`src/exec_pkg.sv`:
```
/*
 * Shared types for the RV32 execute stage.
 * Only XLEN = 32 is supported. The struct layouts are fixed to this
 * width and every module parameter XLEN must be set to the same value.
 */
package exec_pkg;

    // --------------------------------------------------
    // Widths

    localparam int XLEN       = 32;   // Data and address width
    localparam int REG_ADDR_W = 5;    // Register index width

    typedef logic [REG_ADDR_W-1:0] reg_addr_t;   // Register index

    // --------------------------------------------------
    // Operation encodings

    typedef enum logic [3:0] {
        ALU_ADD,
        ALU_SUB,
        ALU_AND,
        ALU_OR,
        ALU_XOR,
        ALU_SLL,
        ALU_SRL,
        ALU_SRA,
        ALU_SLT,
        ALU_SLTU
    } alu_op_e;

    typedef enum logic [3:0] {
        CFU_NONE,                       // Not a control flow instruction
        CFU_BEQ,
        CFU_BNE,
        CFU_BLT,
        CFU_BGE,
        CFU_BLTU,
        CFU_BGEU,
        CFU_JAL,
        CFU_JALR
    } cfu_op_e;

    typedef enum logic [1:0] {
        LSU_NONE,
        LSU_LOAD,
        LSU_STORE
    } lsu_op_e;

    typedef enum logic [1:0] {
        SIZE_BYTE,
        SIZE_HALF,
        SIZE_WORD
    } lsu_size_e;

    typedef enum logic [1:0] {
        WB_NONE,                        // No register write
        WB_ALU,                         // ALU result
        WB_NPC,                         // Link address
        WB_LSU                          // Loaded data
    } wb_sel_e;

    // Standard mcause codes
    typedef enum logic [3:0] {
        CAUSE_INSTR_MISALIGN = 4'd0,
        CAUSE_LOAD_MISALIGN  = 4'd4,
        CAUSE_STORE_MISALIGN = 4'd6
    } trap_cause_e;

    // --------------------------------------------------
    // Pipeline records

    typedef struct packed {
        logic [XLEN-1:0] pc;            // Current PC
        logic [XLEN-1:0] npc;           // Next sequential PC
        reg_addr_t       rd;            // Destination register
        logic [XLEN-1:0] rs1_data;
        logic [XLEN-1:0] rs2_data;
        logic [XLEN-1:0] imm;           // Sign extended immediate
        logic [XLEN-1:0] alu_lhs;       // ALU operands, also branch compare
        logic [XLEN-1:0] alu_rhs;
        alu_op_e         alu_op;
        cfu_op_e         cfu_op;
        lsu_op_e         lsu_op;
        lsu_size_e       lsu_size;
        logic            lsu_sext;      // Sign extend loaded value
        wb_sel_e         wb_sel;
    } ex_instr_t;

    typedef struct packed {
        logic [XLEN-1:0] pc;
        reg_addr_t       rd;
        logic [XLEN-1:0] wdata;         // Result or store address
        logic            trap;
        trap_cause_e     trap_cause;    // Valid only with trap
        wb_sel_e         wb_sel;
    } wb_rec_t;

endpackage

```
`src/exec_alu.sv`:
```
/*
 * Combinational integer ALU. One shared adder feeds add, sub and the
 * load/store address. Shift amounts use the low log2(XLEN) bits of rhs.
 */
module exec_alu import exec_pkg::*; #(
    parameter int XLEN = 32
) (
    input  logic [XLEN-1:0] lhs,        // Left operand
    input  logic [XLEN-1:0] rhs,        // Right operand
    input  alu_op_e         op,
    output logic [XLEN-1:0] sum,        // Adder output, lhs +/- rhs
    output logic            cmp_eq,     // lhs == rhs
    output logic            cmp_lt,     // Signed less than
    output logic            cmp_ltu,    // Unsigned less than
    output logic [XLEN-1:0] result
);

    localparam int SHAMT_W = $clog2(XLEN);

    logic            sub;               // Subtract select
    logic [XLEN-1:0] add_rhs;           // Possibly inverted rhs
    logic [SHAMT_W-1:0] shamt;

    // --------------------------------------------------
    // Adder and compares

    assign sub     = (op == ALU_SUB);
    assign add_rhs = sub ? ~rhs : rhs;
    assign sum     = lhs + add_rhs + {{(XLEN-1){1'b0}}, sub};   // Two's complement sub

    assign cmp_eq  = (lhs == rhs);
    assign cmp_lt  = ($signed(lhs) < $signed(rhs));
    assign cmp_ltu = (lhs < rhs);

    assign shamt   = rhs[SHAMT_W-1:0];

    // --------------------------------------------------
    // Result select

    always_comb begin
        case (op)
            ALU_ADD,
            ALU_SUB:  result = sum;
            ALU_AND:  result = lhs & rhs;
            ALU_OR:   result = lhs | rhs;
            ALU_XOR:  result = lhs ^ rhs;
            ALU_SLL:  result = lhs << shamt;
            ALU_SRL:  result = lhs >> shamt;
            ALU_SRA:  result = $unsigned($signed(lhs) >>> shamt);   // Keeps sign
            ALU_SLT:  result = {{(XLEN-1){1'b0}}, cmp_lt};
            ALU_SLTU: result = {{(XLEN-1){1'b0}}, cmp_ltu};
            default:  result = sum;
        endcase
    end

endmodule

```
`src/exec_cfu.sv`:
```
/*
 * Control flow unit. Branch compares come from the ALU operands.
 * A taken target with bit 1 set traps and is never offered to fetch.
 * cf_valid holds with a stable target until cf_ack. A done flag keeps
 * one redirect per instruction while the stage stalls.
 */
module exec_cfu import exec_pkg::*; #(
    parameter int XLEN = 32
) (
    input  logic            g_clk,
    input  logic            g_resetn,
    input  logic            valid,          // Decode holds an instruction
    input  logic            new_instr,      // Instruction accepted this cycle
    input  logic            flush,
    input  ex_instr_t       instr,
    input  logic            cmp_eq,         // From the ALU
    input  logic            cmp_lt,
    input  logic            cmp_ltu,
    output logic            cf_valid,       // Redirect request to fetch
    output logic [XLEN-1:0] cf_target,
    input  logic            cf_ack,
    output logic            taken,          // Aligned change of flow
    output logic            trap,           // Misaligned target
    output logic            finished
);

    logic            cond;                  // Branch condition met
    logic            is_jalr;
    logic [XLEN-1:0] base;                  // PC or rs1
    logic [XLEN-1:0] raw_target;
    logic [XLEN-1:0] target;
    logic            misalign;
    logic            done;                  // Redirect already acked

    // --------------------------------------------------
    // Branch decision

    always_comb begin
        case (instr.cfu_op)
            CFU_BEQ:  cond = cmp_eq;
            CFU_BNE:  cond = !cmp_eq;
            CFU_BLT:  cond = cmp_lt;
            CFU_BGE:  cond = !cmp_lt;
            CFU_BLTU: cond = cmp_ltu;
            CFU_BGEU: cond = !cmp_ltu;
            CFU_JAL,
            CFU_JALR: cond = 1'b1;          // Jumps always change flow
            default:  cond = 1'b0;          // CFU_NONE
        endcase
    end

    // --------------------------------------------------
    // Target calculation

    assign is_jalr    = (instr.cfu_op == CFU_JALR);
    assign base       = is_jalr ? instr.rs1_data : instr.pc;
    assign raw_target = base + instr.imm;
    assign target     = {raw_target[XLEN-1:1], raw_target[0] & !is_jalr};   // jalr clears bit 0
    assign misalign   = target[1];          // No compressed support

    assign trap       = valid && cond && misalign;
    assign taken      = valid && cond && !misalign;

    // --------------------------------------------------
    // Fetch redirect handshake

    assign cf_valid   = taken && !done;
    assign cf_target  = target;
    assign finished   = !taken || done || cf_ack;   // Done in ack cycle

    always_ff @(posedge g_clk) begin
        if (!g_resetn || flush || new_instr) begin
            done <= 1'b0;
        end else if (cf_valid && cf_ack) begin
            done <= 1'b1;                   // Hold until the stage moves on
        end
    end

endmodule

```
`src/exec_lsu.sv`:
```
/*
 * Load/store unit on a req/gnt memory port, XLEN = 32 only.
 * Misaligned half and word accesses trap and make no request.
 * Read data is taken in the grant cycle, forwarded in that cycle and
 * held in a register while the stage stalls. A done flag keeps one
 * request per instruction.
 */
module exec_lsu import exec_pkg::*; #(
    parameter int XLEN = 32
) (
    input  logic            g_clk,
    input  logic            g_resetn,
    input  logic            valid,          // Decode holds an instruction
    input  logic            new_instr,      // Instruction accepted this cycle
    input  logic            flush,
    input  logic [XLEN-1:0] addr,           // Effective address from ALU
    input  ex_instr_t       instr,
    output logic            ready,          // Access complete or none needed
    output logic            trap,           // Misaligned address
    output logic [XLEN-1:0] load_data,      // Extended load result
    output logic            dmem_req,
    output logic [XLEN-1:0] dmem_addr,
    output logic            dmem_wen,
    output logic [3:0]      dmem_strb,
    output logic [XLEN-1:0] dmem_wdata,
    input  logic            dmem_gnt,
    input  logic [XLEN-1:0] dmem_rdata
);

    logic            access;                // Load or store present
    logic            is_store;
    logic            misalign;
    logic            grant;                 // Request accepted this cycle
    logic            done;                  // Access already granted
    logic [1:0]      lane;                  // Byte offset in the word
    logic [XLEN-1:0] rd_shift;              // Read data moved to lane 0
    logic [XLEN-1:0] rd_ext;
    logic [XLEN-1:0] load_q;                // Held result during stall

    assign access   = valid && (instr.lsu_op != LSU_NONE);
    assign is_store = (instr.lsu_op == LSU_STORE);
    assign lane     = addr[1:0];

    // --------------------------------------------------
    // Alignment check

    always_comb begin
        case (instr.lsu_size)
            SIZE_HALF: misalign = addr[0];
            SIZE_WORD: misalign = (addr[1:0] != 2'b00);
            default:   misalign = 1'b0;     // Bytes never misalign
        endcase
    end

    assign trap  = access && misalign;
    assign grant = dmem_req && dmem_gnt;
    assign ready = !access || misalign || done || grant;

    // --------------------------------------------------
    // Request side

    assign dmem_req  = access && !misalign && !done;
    assign dmem_addr = addr;                // Byte address, lanes via strobe
    assign dmem_wen  = is_store;

    always_comb begin
        case (instr.lsu_size)
            SIZE_BYTE: begin
                dmem_strb  = 4'b0001 << lane;
                dmem_wdata = {{(XLEN-8){1'b0}}, instr.rs2_data[7:0]} << {lane, 3'b000};
            end
            SIZE_HALF: begin
                dmem_strb  = 4'b0011 << {lane[1], 1'b0};
                dmem_wdata = {{(XLEN-16){1'b0}}, instr.rs2_data[15:0]} << {lane[1], 4'b0000};
            end
            default: begin                  // Whole word
                dmem_strb  = 4'b1111;
                dmem_wdata = instr.rs2_data;
            end
        endcase
    end

    // --------------------------------------------------
    // Load data extract and extend

    assign rd_shift = dmem_rdata >> {lane, 3'b000};

    always_comb begin
        case (instr.lsu_size)
            SIZE_BYTE: rd_ext = {{(XLEN-8){instr.lsu_sext & rd_shift[7]}}, rd_shift[7:0]};
            SIZE_HALF: rd_ext = {{(XLEN-16){instr.lsu_sext & rd_shift[15]}}, rd_shift[15:0]};
            default:   rd_ext = rd_shift;
        endcase
    end

    assign load_data = done ? load_q : rd_ext;   // Forward in grant cycle

    always_ff @(posedge g_clk) begin
        if (grant && !is_store) begin
            load_q <= rd_ext;
        end
    end

    always_ff @(posedge g_clk) begin
        if (!g_resetn || flush || new_instr) begin
            done <= 1'b0;
        end else if (grant) begin
            done <= 1'b1;                   // No second request while stalled
        end
    end

endmodule

```
`src/exec_stage.sv`:
```
/*
 * Execute stage top. Takes one decoded instruction per s2 handshake and
 * hands one writeback record over the s3 handshake. ALU work completes in
 * the same cycle; redirects and memory accesses stretch the stage.
 * XLEN is passed to every unit and must equal the package XLEN.
 */
module exec_stage import exec_pkg::*; #(
    parameter int XLEN = 32
) (
    input  logic            g_clk,
    input  logic            g_resetn,

    input  logic            s2_valid,       // Decode has an instruction
    output logic            s2_ready,       // Instruction accepted
    input  ex_instr_t       s2_instr,
    input  logic            s2_flush,       // Level, clears stage state

    output logic            s3_valid,       // Record ready for writeback
    input  logic            s3_ready,
    output wb_rec_t         s3,             // Last record taken
    output logic            s3_full,

    output logic            cf_valid,       // Fetch redirect
    input  logic            cf_ack,
    output logic [XLEN-1:0] cf_target,

    output logic            dmem_req,
    output logic [XLEN-1:0] dmem_addr,
    output logic            dmem_wen,
    output logic [3:0]      dmem_strb,
    output logic [XLEN-1:0] dmem_wdata,
    input  logic            dmem_gnt,
    input  logic [XLEN-1:0] dmem_rdata
);

    logic            new_instr;             // s2 handshake this cycle
    logic            take;                  // s3 handshake this cycle

    logic [XLEN-1:0] alu_sum;
    logic            alu_cmp_eq;
    logic            alu_cmp_lt;
    logic            alu_cmp_ltu;
    logic [XLEN-1:0] alu_result;

    logic            cfu_taken;
    logic            cfu_trap;
    logic            cfu_finished;
    logic            cf_pending;            // Redirect not yet acked

    logic            lsu_ready;
    logic            lsu_trap;
    logic [XLEN-1:0] lsu_load_data;

    wb_rec_t         n_s3;                  // Next writeback record

    // --------------------------------------------------
    // Stage handshakes

    assign cf_pending = cfu_taken && !cfu_finished;
    assign s3_valid   = s2_valid && !cf_pending && lsu_ready;
    assign s2_ready   = s3_valid && s3_ready;
    assign new_instr  = s2_valid && s2_ready;
    assign take       = s3_valid && s3_ready;

    // --------------------------------------------------
    // Writeback record

    always_comb begin
        n_s3.pc     = s2_instr.pc;
        n_s3.rd     = s2_instr.rd;
        n_s3.wb_sel = s2_instr.wb_sel;
        n_s3.trap   = cfu_trap || lsu_trap;

        case (s2_instr.wb_sel)
            WB_ALU:  n_s3.wdata = alu_result;
            WB_NPC:  n_s3.wdata = s2_instr.npc;   // Link value
            WB_LSU:  n_s3.wdata = lsu_load_data;
            default: n_s3.wdata = (s2_instr.lsu_op == LSU_STORE) ? alu_sum : '0;
        endcase

        // CFU trap wins over LSU trap
        if (cfu_trap) begin
            n_s3.trap_cause = CAUSE_INSTR_MISALIGN;
        end else if (s2_instr.lsu_op == LSU_STORE) begin
            n_s3.trap_cause = CAUSE_STORE_MISALIGN;
        end else begin
            n_s3.trap_cause = CAUSE_LOAD_MISALIGN;   // Ignored unless trap set
        end
    end

    always_ff @(posedge g_clk) begin
        if (!g_resetn || s2_flush) begin
            s3_full <= 1'b0;
        end else if (s3_ready) begin
            s3_full <= s3_valid;            // Empties on a take without a record
        end
    end

    always_ff @(posedge g_clk) begin
        if (take) begin
            s3 <= n_s3;                     // Payload only
        end
    end

    // --------------------------------------------------
    // Units

    exec_alu #(
        .XLEN       (XLEN)
    ) alu0 (
        .lhs        (s2_instr.alu_lhs),
        .rhs        (s2_instr.alu_rhs),
        .op         (s2_instr.alu_op),
        .sum        (alu_sum),
        .cmp_eq     (alu_cmp_eq),
        .cmp_lt     (alu_cmp_lt),
        .cmp_ltu    (alu_cmp_ltu),
        .result     (alu_result)
    );

    exec_cfu #(
        .XLEN       (XLEN)
    ) cfu0 (
        .g_clk      (g_clk),
        .g_resetn   (g_resetn),
        .valid      (s2_valid),
        .new_instr  (new_instr),
        .flush      (s2_flush),
        .instr      (s2_instr),
        .cmp_eq     (alu_cmp_eq),
        .cmp_lt     (alu_cmp_lt),
        .cmp_ltu    (alu_cmp_ltu),
        .cf_valid   (cf_valid),
        .cf_target  (cf_target),
        .cf_ack     (cf_ack),
        .taken      (cfu_taken),
        .trap       (cfu_trap),
        .finished   (cfu_finished)
    );

    exec_lsu #(
        .XLEN       (XLEN)
    ) lsu0 (
        .g_clk      (g_clk),
        .g_resetn   (g_resetn),
        .valid      (s2_valid),
        .new_instr  (new_instr),
        .flush      (s2_flush),
        .addr       (alu_sum),              // rs1 + imm from the adder
        .instr      (s2_instr),
        .ready      (lsu_ready),
        .trap       (lsu_trap),
        .load_data  (lsu_load_data),
        .dmem_req   (dmem_req),
        .dmem_addr  (dmem_addr),
        .dmem_wen   (dmem_wen),
        .dmem_strb  (dmem_strb),
        .dmem_wdata (dmem_wdata),
        .dmem_gnt   (dmem_gnt),
        .dmem_rdata (dmem_rdata)
    );

endmodule

```
`config.mk`:
```
export PLATFORM = sky130hd
export DESIGN_NAME = exec_stage
export DESIGN_NICKNAME = d
export VERILOG_FILES = /design/src/exec_pkg.sv /design/src/exec_alu.sv /design/src/exec_cfu.sv /design/src/exec_lsu.sv /design/src/exec_stage.sv
export SDC_FILE = /design/constraint.sdc
export NUM_CORES = 1
export LEC_CHECK = 0
export BUFFER_PORTS_ARGS = -buffer_cell sky130_fd_sc_hd__buf_2
export CORE_ASPECT_RATIO = 2
export CORE_UTILIZATION = 39
export DETAILED_ROUTE_END_ITERATION = 10
export PLACE_DENSITY = 0.65
export RECOVER_POWER = 50
export SLEW_MARGIN = 20
export SYNTH_ARGS = -nofsm -noshare
export SYNTH_HDL_FRONTEND = slang
export SYNTH_SLANG_ARGS = --single-unit
export TNS_END_PERCENT = 10
```
`constraint.sdc`:
```
create_clock -name g_clk -period 5.1 [get_ports g_clk]
set_input_delay 0.255 -clock g_clk [delete_from_list [all_inputs] [get_ports g_clk]]
set_output_delay 0.255 -clock g_clk [all_outputs]
set_load 0.005 [all_outputs]
```
After elaboration in Yosys (flattened, before gate mapping)
Cells that the tools add are included.
W data, S select, Z words.
{"block": "totals", "mem_bits_rw": 0, "mem_bits_ro": 0, "in_bits": 283, "regBits": 111, "latchBits": 0, "n_memories": 0, "word_cells": 108}
{"block": "classes", "n_eq_ne": 24, "n_mux": 12, "div": 0, "bitwise_logic": 7, "n_mul": 0, "n_addsub": 3, "n_shift": 8, "n_reduce_logical": 42, "n_lt_le_gt_ge": 2}
{"operator": "$pmux W32 S8", "count": 1}
{"operator": "$mux W32", "count": 4}
{"operator": "$pmux W32 S2", "count": 2}
{"operator": "$pmux W32 S3", "count": 1}
{"operator": "$add A32 B32 Y32", "count": 2}
{"operator": "$lt A32 B32 Y1", "count": 2}
{"operator": "$shr A32 B5 Y32", "count": 2}
{"operator": "$add A32 B1 Y32", "count": 1}
{"operator": "$and A32 B32 Y32", "count": 1}
{"operator": "$eq A32 B32 Y1", "count": 1}
{"operator": "$eq A4 B3 Y1 const B", "count": 8}
{"operator": "$not A32 Y32", "count": 1}
{"operator": "$or A32 B32 Y32", "count": 1}
{"operator": "$shl A16 B5 Y32", "count": 1}
{"operator": "$shl A32 B5 Y32", "count": 1}
{"operator": "$shl A8 B5 Y32", "count": 1}
{"operator": "$sshr A32 B5 Y32", "count": 1}
{"operator": "$xor A32 B32 Y32", "count": 1}
{"operator": "$eq A4 B2 Y1 const B", "count": 4}
{"operator": "$logic_and A1 B1 Y1", "count": 16}
{"operator": "$logic_not A1 Y1", "count": 14}
{"operator": "$eq A4 B4 Y1 const B", "count": 3}
{"operator": "$eq A2 B2 Y1 const B", "count": 4}
{"operator": "$eq A4 B1 Y1 const B", "count": 2}
{"operator": "12 further kinds", "count": 23}

Logic depth before layout (Yosys ltp)
Gate-level depths: netlist (run 1).
{"block": "depth", "word_depth": 16, "mapped_depth": 16, "mapped_depth_nobuf": 14}

Cells and area by module
From an unflattened synthesis (run 1), not the netlist that was laid out.
{"block": "hier_totals", "hier_cells": 1985, "area_unflattened_um2": 17075.1}
{"mod": "exec_alu", "seq_area_each_um2": 0.0, "n_inst": 1, "cells_each": 1126, "area_each_um2": 8021.4}
{"mod": "exec_stage", "seq_area_each_um2": 2242.2, "n_inst": 1, "cells_each": 240, "area_each_um2": 3751.1}
{"mod": "exec_lsu", "seq_area_each_um2": 980.9, "n_inst": 1, "cells_each": 306, "area_each_um2": 2971.6}
{"mod": "exec_cfu", "seq_area_each_um2": 20.0, "n_inst": 1, "cells_each": 313, "area_each_um2": 2331.0}

Worst setup path before layout (run 1)
No wires, ideal clock.
{"block": "synth_timing", "path_type": "input port to flip-flop", "start": "in s2_instr[18] in the netlist's numbering", "end": "reg s3[0] in the netlist's numbering (enable)", "cell_stages": 14, "path_buffers": 4, "t_arrival_ns": 4.834, "slack_ns": -0.174, "required_ns": 4.661, "cell_sequence": "clkbuf_1 -> inv_1 -> buf_2 -> buf_1 -> buf_1 -> ha_1 -> or4_1 -> nor4_1 -> nor3_1 -> a21oi_1 -> nor2b_1 -> o21ba_1 -> nor3_2 -> o21a_1"}
{"block": "synth_between", "elab_chain_len": 14}
{"item": "start: declaration", "line": "exec_stage.sv:15", "source": "input ex_instr_t s2_instr,"}
{"item": "$lt A32 B32 Y1 (tied with other cells)", "line": "exec_alu.sv:33", "source": "assign cmp_ltu = (lhs < rhs);"}
{"item": "$logic_not A1 Y1 (on tied branches)", "line": "exec_cfu.sv:45, exec_cfu.sv:41, exec_cfu.sv:43"}
{"item": "$pmux W1 S7 (*)", "line": "exec_cfu.sv:39", "source": "case (instr.cfu_op)"}
{"item": "$logic_and A1 B1 Y1 (*) (2 in a row)", "line": "exec_cfu.sv:62", "source": "assign taken = valid && cond && !misalign;"}
{"item": "$logic_not A1 Y1", "line": "exec_cfu.sv:69", "source": "assign finished = !taken || done || cf_ack;"}
{"item": "$logic_or A1 B1 Y1 (2 in a row)", "line": "exec_cfu.sv:69"}
{"item": "$logic_not A1 Y1", "line": "exec_stage.sv:59", "source": "assign cf_pending = cfu_taken && !cfu_finished;"}
{"item": "$logic_and A1 B1 Y1 (*)", "line": "exec_stage.sv:59"}
{"item": "$logic_not A1 Y1 (*)", "line": "exec_stage.sv:60", "source": "assign s3_valid = s2_valid && !cf_pending && lsu_ready;"}
{"item": "$logic_and A1 B1 Y1 (*) (2 in a row)", "line": "exec_stage.sv:60"}
{"item": "$logic_and A1 B1 Y1 (*)"}
{"item": "via s2_ready", "line": "exec_stage.sv:14", "source": "output logic s2_ready,"}
{"item": "end signal: assignment", "line": "exec_stage.sv:101", "source": "s3 <= n_s3;"}
{"item": "end: declaration", "line": "exec_stage.sv:20", "source": "output wb_rec_t s3,"}
Mark *: on every way through the listed nets, which the timed path passes. The rest lies on a longest branch.
A chain may end at the register's enable or synchronous reset.

Worst setup path after layout (run 1)
{"block": "layout_timing", "start": "in s2_instr[14] in the netlist's numbering", "end": "out s2_ready"}
{"block": "layout_between", "elab_chain_len": 13}
{"item": "$eq A4 B1 Y1 (*)", "line": "exec_alu.sv:27", "source": "assign sub = (op == ALU_SUB);"}
{"item": "$mux W32", "line": "exec_alu.sv:28", "source": "assign add_rhs = sub ? ~rhs : rhs;"}
{"item": "$add A32 B32 Y32", "line": "exec_alu.sv:29", "source": "assign sum = lhs + add_rhs + {{(XLEN-1){1'b0}}, sub};"}
{"item": "$add A32 B1 Y32 (*)", "line": "exec_alu.sv:29"}
{"item": "$reduce_bool A2 Y1", "line": "exec_lsu.sv:50", "source": "SIZE_WORD: misalign = (addr[1:0] != 2'b00);"}
{"item": "$pmux W1 S2 (*)", "line": "exec_lsu.sv:48", "source": "case (instr.lsu_size)"}
{"item": "$logic_not A1 Y1", "line": "exec_lsu.sv:62", "source": "assign dmem_req = access && !misalign && !done;"}
{"item": "$logic_and A1 B1 Y1 (2 in a row)", "line": "exec_lsu.sv:62"}
{"item": "$logic_and A1 B1 Y1", "line": "exec_lsu.sv:56", "source": "assign grant = dmem_req && dmem_gnt;"}
{"item": "$logic_or A1 B1 Y1 (*)", "line": "exec_lsu.sv:57", "source": "assign ready = !access || misalign || done || grant;"}
{"item": "$logic_and A1 B1 Y1 (*)", "line": "exec_stage.sv:60"}
{"item": "$logic_and A1 B1 Y1 (*)", "line": "exec_stage.sv:61", "source": "assign s2_ready = s3_valid && s3_ready;"}
{"item": "end: declaration", "line": "exec_stage.sv:14"}
Mark *: on every way between the ends. The rest lies on a longest branch, timed or not.

==> out/results.ini, run 1 <==
[status]
outcome=complete, but fails checks
failed_checks=capacitance limit, slew limit

[place]
dp.final_hpwl_um=65000
placed_cells=2846
final_replace_weighted_congestion=1.04
place.port_buffers=462

[critical_path]
reg2reg_from=lsu0.done$_SDFFE_PP0P_
critPathKind=input port to primary output
startpoint_type=input port
reg2reg_depth=8
critical_path_required_ns=4.85
arrival_ns=4.58
worst-r2r-setup-slack_ns=2.25
worst_r2r_endpoint=s3[26]$_DFFE_PP_
crit_path_max_fanout=33
cp-end-kind=primary output

[finish]
multiInputGateArea_sq_um=12000
post_route_cells_drive_above_1_share_pct=25.4
area.sequential_sq_um=3240
area_growth_pct=19.5
design.final.nets=2768
final.fill_count=4147
layoutNonFillerInstCount=2869
layout.core_utilization_pct=47.3

[clock_network]
tritoncts_buffers=9
cts.sink_count=109
hold_buffers=0
cts_tree=done
clock-root-buffer=clkbuf_16
clock_path_buffers=2
post_cts_setup_repair_bufs=0
cts-resized-gates=0
htreeDepth=3
cts.reportedPaths.clkPinSlew_ns=0.08
insertion_delay_ns=0.40

[yosys]
synth_edf_count=106
synth_top_area_cell=edfxtp_1
ys_async_sr_fraction_pct=0
synth.top_cells.by_count=ha_1 (161), nor2_1 (161), nand2_1 (156)
synth_top_cells_by_area=edfxtp_1 (20%), ha_1 (12%), mux4_2 (7.8%)
yosys.cell_types.count=96
netlist_area_before_placement_sq_um=16300
syn_area_per_cell_sq_um=8.57
yosysWarnings=0
synthCells=1897
yosys_register_bits=109
synth.top_cell.area_share_pct=19.6
synth_flop_cell=edfxtp_1
share_of_synthesized_area_occupied_by_flip_flops_and_latches_pct=19.9

[floorplan]
initial_core_util_pct=39.5
chipWidth_um=146
top_level_ports=465
num_rows=105
die_boundary_height_um=291
die_ar_sq_um=42600
core-area_sq_um=41100

[sta]
timing.slew.headroom_pct=-54.8
finalMaxSlewViolations=69
worst_clock_skew_ns=0.0111
report.final.setup_viol=0
fin_hold_ws_ns=0.0303
worstMarginPinSlew_ns=2.32
report.final.hold_viol_count=0
fmax_mhz=207
timing.setup.tns_ns=0
rsz0062_at_grt=false
post-route-min-period_ns=4.83
fin_crit_sh_pct=94.7

[route]
wl_per_cell_um=27.3
route.met2.wl_um=40600
detail_route.iter0.violations=1262
vias_after_detailed_routing=17655
viasPerCell=6.15
detail_route.first_pass.iterations=5
highest_layer=met5
drcViolationCount=0
final_routed_wirelength_um=78300
detail_route.wirelength.met1_um=25500
met3_wirelength_um=4680
antenna_left=0

[power_and_ir_drop]
powerDensity_nw_per_um2=206
vdd.ir_drop.worst_uv=181
cellLeakagePower_uw=0.00853

[worst_hold_path]
timing.hold.worst_endpoint=s3[41]$_DFFE_PP_
hold-path-cell-count=1
holdCritStartpoint=s2_instr[177]
worstHoldPathType=input port to register

[grt]
antenna_found_initial=8
grt_start_max_net_pins=63
grt_pass1_wl_um=112000
gr-usage-all-layers_pct=35.9
grt_remaining_overflow=0
first_global_vias=17812

[run]
maxCapViolCount=2

==> flip-flops by register name (all words and copies together), names as in the netlist <==
signal / cells
lsu0.load_q: 32
cfu0.done: 1
s3: 74
s3_full: 1
lsu0.done: 1
==> stage by stage <==
stage                     total power (uW)  instance area [sq um]  setup WS [ns]
after floorplan                       2320                  16300          0.412
after global placement                3200                  19300          0.585
after detailed placement              3220                  19300          0.526
after CTS                             3990                  19600          0.516
after global routing                  4170                  19400          0.101
final                                 4000                  19400          0.270
==> worst max-delay path, stage by stage <==
cell and delay, ns:
clkbuf_1 0.21, nor4b_1 0.61, buf_12 0.31, xnor2_1 0.19, inv_1 0.08, fa_1 0.64
clkbuf_1 0.60, inv_1 0.14, nand2_1 0.09, a21boi_0 0.21, o41a_1 0.45, and2_1 0.22
o21a_4 0.20, buf_4 0.19, buf_2 0.13
==> metal layers <==
layer / up-vias / global-route usage, %
met3: 300 / 6.34
met2: 948 / 66.3
li1: 7990 / -
met4: 4 / 31.7
met5: - / 0
met1: 8413 / 33.3
==> logic make-up (layout without fill, tap and decap cells) <==
logic type                 after synthesis  count (layout)  synth area share (%)
AOI/OAI and AO/OA                      585             585                  24.4
and+or+nand+nor                        529             529                  15.5
buffers and inverters                  230             659                  6.17
muxes                                  196             196                  16.8
adders and majority gates              163             163                  12.6
DFF                                    109             109                  19.9
xor gates and xnor gates                84              84                  4.52
other                                    1               9                0.0231
==> where the power goes <==
group | switching, uW | leakage [uW] | total [uW] | internal, uW
Clock | 422 | 0.000145 | 771 | 349
Combinational | 1310 | 0.00738 | 2150 | 844
Sequential | 17.0 | 0.00101 | 1080 | 1060
Total | 1750 | 0.00853 | 4000 | 2250
==> placed cells by master (no fill, tap or decap), drive strengths merged, types with 8 or more instances in the layout <==
cell	netlist	final
and2	21	21
and3	8	8
o21ai	126	126
a22o	20	20
a211oi	34	34
o211ai	30	30
a222oi	8	8
nand2	156	156
mux2i	84	84
o21bai	16	16
nor2	161	161
mux4	56	56
nand3	30	30
a21o	33	33
nor2b	27	27
or3	12	12
o221ai	10	10
a211o	10	10
nor4	14	14
nand2b	21	21
edfxtp	106	106
o21a	23	23
nor3	38	38
ha	161	161
xor2	18	18
clkbuf	70	106
inv	115	117
o22ai	20	20
a31oi	25	25
xnor2	66	66
mux2	56	56
a21oi	126	126
a2111oi	14	14
buf	44	430
==> worst max-delay path by stage <==
stage | start | end | slack, ns | cells past startpoint
global placement | s2_instr[59] | s3[10]$_DFFE_PP_ | 0.59 | 14
global route | s2_instr[8] | cf_target[31] | 0.10 | 16
floorplan | s2_instr[14] | lsu0.load_q[0]$_DFFE_PP_ | 0.41 | 12
detailed placement | s2_instr[8] | cf_target[31] | 0.53 | 16
finish | s2_instr[14] | s2_ready | 0.27 | 15
CTS | s2_instr[8] | cf_target[31] | 0.52 | 16
==> area by class of cell <==
type,instances,share of cell area (%)
multi-input cells,1559,62.0
repair buffers,527,14.0
well taps,535,3.44
diodes,7,0.0901
clock inverters,7,0.412
inverters,116,2.24
clock buffers,9,1.16
flip-flops and latches,109,16.7
Note: power is estimated with default switching activity, not from simulation.
==> run 2, diff against run 1 <==
--- a/config.mk
+++ b/config.mk
@@ -5,11 +5,10 @@
 export SDC_FILE = /design/constraint.sdc
 export NUM_CORES = 1
 export LEC_CHECK = 0
-export BUFFER_PORTS_ARGS = -buffer_cell sky130_fd_sc_hd__buf_2
-export CORE_ASPECT_RATIO = 2
+export CORE_ASPECT_RATIO = 1.1
 export CORE_UTILIZATION = 39
 export DETAILED_ROUTE_END_ITERATION = 10
-export PLACE_DENSITY = 0.65
+export DONT_BUFFER_PORTS = 1
 export RECOVER_POWER = 50
 export SLEW_MARGIN = 20
 export SYNTH_ARGS = -nofsm -noshare
==> run 2 against run 1 <==
Effect of this change: the run still ends with capacitance limit, slew limit left; clock skew rose by 0.0010 ns; largest cell class unchanged; fmax rose by 6.1%; register-to-register slack got worse by 0.03 ns.
==> out/results.ini, run 2 (synthesized netlist as in run 1, its figures left out) <==
[status]
outcome=complete, but fails checks
failed_checks=capacitance limit, slew limit

[finish]
layout_commonest_cell=ha_1
multiInputGateArea_sq_um=12000
largestRegisters=s3 x74, lsu0.load_q x32
final.fill_count=4176
layout.cells.most_common_list=ha_1 (161), nor2_1 (160), nand2_1 (156)
area_growth_pct=7.11
design.final.nets=2315
post_route_cells_drive_above_1_share_pct=9.98
largest_register_ffs=74
area.sequential_sq_um=3240
largest-register=s3

[power_and_ir_drop]
powerDensity_nw_per_um2=207
cellLeakagePower_uw=0.00698
vdd.ir_drop.worst_uv=144

[route]
detail_route.iter0.violations=1558
drcViolationCount=0
antenna_left=0
viasPerCell=6.59
final_routed_wirelength_um=73300
wl_per_cell_um=30.1
vias_after_detailed_routing=16065
detail_route.first_pass.iterations=9

[critical_path]
crit_path_frequent_cell=o21ai_0
critPathKind=input port to register
cp-end-kind=register
crit_path_max_fanout=62
critical_path_required_ns=5.21
startpoint_type=input port
crit_chain=inv_1 > ha_1 > clkbuf_1 > a21boi_0 > a211oi_1 > o21ai_2 > o21ai_0 > o21ba_2 > o21ai_0 > nand2_1 > nor4_1 > a311oi_1
largest_stage_delay_worst_path_ns=1.19
cpMaxStageDelayCell=clkbuf_1
reg2reg_depth=4
arrival_ns=4.66

[worst_hold_path]
worstHoldPathType=input port to register
hold-path-cell-count=3

[sta]
finalMaxSlewViolations=30
post-route-min-period_ns=4.55
worstMarginPinSlew_ns=1.59
fin_crit_sh_pct=89.2
fin_hold_ws_ns=0.0537
rsz0062_at_grt=false
timing.setup.tns_ns=0
worst_clock_skew_ns=0.0121
report.final.hold_viol_count=0
fmax_mhz=220
timing.slew.headroom_pct=-5.71
report.final.setup_viol=0

[clock_network]
cts.sink_count=109
cts.reportedPaths.clkPinSlew_ns=0.09
tritoncts_buffers=9
post_cts_setup_repair_bufs=0
clock_path_buffers=2
insertion_delay_ns=0.38
clock-root-buffer=clkbuf_16
cts_tree=done
cts-resized-gates=0
htreeDepth=3

[floorplan]
core-area_sq_um=41200
die_boundary_height_um=216
initial_core_util_pct=39.5
die_ar_sq_um=42500
num_rows=78
top_level_ports=465
chipWidth_um=197

[run]
maxCapViolCount=1

[grt]
grt_pass1_wl_um=105000
grt_start_max_net_pins=80
grt_remaining_overflow=0
first_global_vias=15602
antenna_found_initial=6
gr-usage-all-layers_pct=33.4

[place]
final_replace_weighted_congestion=0.995
dp.final_hpwl_um=57900
place.port_buffers=0

[run 2: cell types whose count changed in the layout (fill, tap and decap cells not counted), sizes merged]
cell and delta:
bufinv +1, clkinvlp -1, inv +3, clkbuf -93
diode -4, dlygate4sd3 +40, clkinv -3, buf -400
[run 2: where the power goes]
| group | internal (uW) | switching (uW) | total, uW |
|---|---|---|---|
| Clock | 399 | 400 | 799 |
| Combinational | 665 | 1050 | 1710 |
| Sequential | 1060 | 34.1 | 1090 |
[run 2: critical path: cells and delay by family]
kind	cells	cell delay, ns
fa+ha+maj	1	0.45
compound gates	7	1.85
simple gates	2	0.31
buf+inv	2	1.76
[run 2: final timing paths]
check                          from                      to  slack, ns
max reg2reg  lsu0.done$_SDFFE_PP0P_        s3[15]$_DFFE_PP_       2.22
min                          cf_ack  lsu0.done$_SDFFE_PP0P_       0.05
max                    s2_instr[15]        s3[26]$_DFFE_PP_       0.55
min reg2reg  cfu0.done$_SDFFE_PP0P_  cfu0.done$_SDFFE_PP0P_       0.47
[run 2: per-stage QoR]
step / util [%] / total power, uW / area [sq um] / worst slack [ns] / std cells
final: 42.3 / 3610 / 17400 / 0.549 / 2437
after CTS: 42.3 / 3590 / 17400 / 0.867 / 2434
after global placement: 40.6 / 2760 / 16700 / 0.719 / 2378
after detailed placement: 40.6 / 2760 / 16700 / 0.742 / 2378
after floorplan: - / 2320 / 16300 / 0.412 / 1898
after global routing: 42.3 / 3770 / 17400 / 0.308 / 2436
[run 2: area by class of cell]
type | instances | area share [%]
multi-input combinational | 1559 | 69.1
sequential | 109 | 18.6
tap | 560 | 4.02
timing repair buffer | 74 | 3.84
inverter | 116 | 2.50
clock buffer | 9 | 1.29
clock inverter | 7 | 0.546
antenna | 3 | 0.0431
[run 2: layer usage]
layer / up-vias / global-route usage, % / share of wire (%)
met5: - / 0 / 0.034
met4: 4 / 13.9 / 4.4
met3: 156 / 8.54 / 9.9
met2: 954 / 55.8 / 47
met1: 7876 / 40.7 / 38
li1: 7075 / - / -
[run 2: timing repair]
item	4_1_cts	5_1_grt
hold endpoints to repair	41	0
endpoints found under the setup margin	0	0
hold buffers	40	0
==> run 3, diff against run 2 <==
--- a/config.mk
+++ b/config.mk
@@ -13,5 +13,6 @@
 export SLEW_MARGIN = 20
 export SYNTH_ARGS = -nofsm -noshare
 export SYNTH_HDL_FRONTEND = slang
+export SYNTH_HIERARCHICAL = 1
 export SYNTH_SLANG_ARGS = --single-unit
 export TNS_END_PERCENT = 10
==> run 3 against run 2 <==
Effect of this change: the flow still finishes with violations (capacitance limit, slew limit); clock power down 6.8%; flip-flop and latch count did not move; cell count increased by 2.2%; highest routed layer unchanged.
==> out/results.ini, run 3 <==
[status]
outcome=complete, but fails checks
failed_checks=capacitance limit, slew limit

[critical_path]
critical_path_required_ns=5.16
worst_r2r_endpoint=lsu0/load_q[3]$_DFFE_PP_
reg2reg_depth=3
cpMaxStageDelayCell=o31ai_1
cp-end-kind=register
critPathKind=input port to register
startpoint_type=input port
largest_stage_delay_worst_path_ns=1.65
crit_chain=inv_1 > ha_1 > clkbuf_1 > nand2b_1 > o2bb2ai_4 > o31ai_1 > nand2_1
arrival_ns=4.70
crit_path_max_fanout=83
worst-r2r-setup-slack_ns=2.91
reg2reg_from=lsu0/done$_SDFFE_PP0P_

[grt]
first_global_vias=15987
grt_pass1_wl_um=108000
antenna_found_initial=2
grt_start_max_net_pins=98
grt_remaining_overflow=0
gr-usage-all-layers_pct=32.3

[yosys]
synth_edf_count=106
yosys_register_bits=109
synth_top_area_cell=edfxtp_1
ys_async_sr_fraction_pct=0
synth.top_cell.area_share_pct=18.6
yosysWarnings=6
synth_flop_cell=edfxtp_1
synth_top_cells_by_area=edfxtp_1 (19%), ha_1 (12%), mux2i_1 (5.7%)
synthCells=1985
yosys.cell_count.top_type=nand2_1
netlist_area_before_placement_sq_um=17100
synth.top_cells.by_count=nand2_1 (184), a21oi_1 (166), ha_1 (165)
syn_area_per_cell_sq_um=8.60
yosys.cell_types.count=107
share_of_synthesized_area_occupied_by_flip_flops_and_latches_pct=19.0

[floorplan]
die_boundary_height_um=221
num_rows=80
die_ar_sq_um=44600
chipWidth_um=202
initial_core_util_pct=39.5
top_level_ports=465
core-area_sq_um=43200

[clock_network]
clock_path_buffers=2
clock-root-buffer=clkbuf_16
htreeDepth=3
insertion_delay_ns=0.39
cts-resized-gates=0
hold_buffers=41
cts.reportedPaths.clkPinSlew_ns=0.09
post_cts_setup_repair_bufs=0
cts_tree=done
tritoncts_buffers=9
cts.sink_count=109

[finish]
area_growth_pct=4.87
layout_commonest_cell=nand2_1
post_route_cells_drive_above_1_share_pct=11.9
largestRegisters=s3 x74, lsu0/load_q x32
largest-register=s3
fin_area_sq_um=17900
layout.cells.most_common_list=nand2_1 (185), a21oi_1 (166), ha_1 (162)
design.final.nets=2360
largest_register_ffs=74

[route]
viasPerCell=6.50
detail_route.iter0.violations=1453
wl_per_cell_um=29.9
detail_route.first_pass.iterations=8
final_routed_wirelength_um=74500
drcViolationCount=0
vias_after_detailed_routing=16187
antenna_left=0

[sta]
timing.slew.headroom_pct=-53.9
crit_path_setup_slack_layout_ns=0.461
finalMaxSlewViolations=60
worst_clock_skew_ns=0.0125
post-route-min-period_ns=4.64
timing.setup.tns_ns=0
fin_crit_sh_pct=91.0
fmax_mhz=216
report.final.setup_viol=0
report.final.hold_viol_count=0
rsz0062_at_grt=false
worstMarginPinSlew_ns=2.31

[place]
detailedPlace.worstSlack_ns=0.621
placement.cell_area_sq_um=17300
dp.final_hpwl_um=58400
final_replace_weighted_congestion=0.992
place.port_buffers=0

[worst_hold_path]
timing.hold.worst_endpoint=s3_full$_SDFFE_PP0P_
hold-path-cell-count=2
worstHoldPathType=input port to register
holdCritStartpoint=g_resetn

[power_and_ir_drop]
vdd.ir_drop.worst_uv=170
cellLeakagePower_uw=0.00710
design_power_total_uw=3750
powerDensity_nw_per_um2=210

[run]
maxCapViolCount=2

## run 3: cell count changes after synthesis, moves of 26 or more
cell	delta
buf_4	+26
a22oi_2	+28
o21ai_1	-28
nand4bb_1	+31
a21oi_1	+42
nand2_1	+28
## run 3: stage by stage
stage          util (%)  hold slack [ns]  cells
2_1_floorplan         -            0.326   1986
3_3_place_gp       40.0            0.333   2432
6_report           41.4           0.0296   2491
3_5_place_dp       40.0            0.331   2432
5_1_grt            41.4           0.0206   2490
4_1_cts            41.7           0.0112   2489
## run 3: power breakdown
part | switching, uW | total [uW] | internal [uW] | leakage, uW
Combinational | 1200 | 1930 | 730 | 0.00594
Clock | 397 | 745 | 348 | 0.000144
Sequential | 26.5 | 1080 | 1050 | 0.00102
## run 3: worst max-delay path: cells and delay by family
kind                     cells  cell delay [ns]
AND/OR/NAND/NOR              2             0.47
AO/OA/AOI/OAI                2             1.75
adder cells (fa/ha/maj)      1             0.36
buffers and inverters        2             1.79
## run 3: metal layers
metal,global-route usage [%],share of wire [%],up-vias
li1,-,-,7229
met1,36.5,37,7943
met2,55.3,49,830
met3,9.84,9.2,183
met4,15.2,5.0,2
met5,0,0.017,-
## run 3: worst max-delay path by stage
stage                 start                        end  cells after the start
2_1_floorplan  s2_instr[19]            s3[0]$_DFFE_PP_                     16
3_3_place_gp   s2_instr[38]           s3[71]$_DFFE_PP_                     14
3_5_place_dp   s2_instr[13]           s3[35]$_DFFE_PP_                     13
4_1_cts        s2_instr[38]                   s2_ready                     14
5_1_grt        s2_instr[38]                   s2_ready                     16
6_report       s2_instr[15]  lsu0/load_q[23]$_DFFE_PP_                      7
## run 3: cell type report
type	count	area [sq um]
clock buffer	10	229
tap	574	718
antenna	2	5.00
fill	4447	25300
multi-input combinational	1605	12600
timing repair buffer	70	607
inverter	115	438
sequential	109	3240
clock inverter	6	65.1
## run 3: cell families after synthesis
family                   after synthesis  share of synthesized area (%)
multiplexers                         206                           15.0
AO/OA/AOI/OAI                        599                           25.1
buffers and inverters                272                           7.67
AND/OR/NAND/NOR                      540                           16.1
flip-flops                           109                           19.0
adder cells (fa/ha/maj)              167                           12.3
XOR/XNOR                              91                           4.71
other                                  1                         0.0220
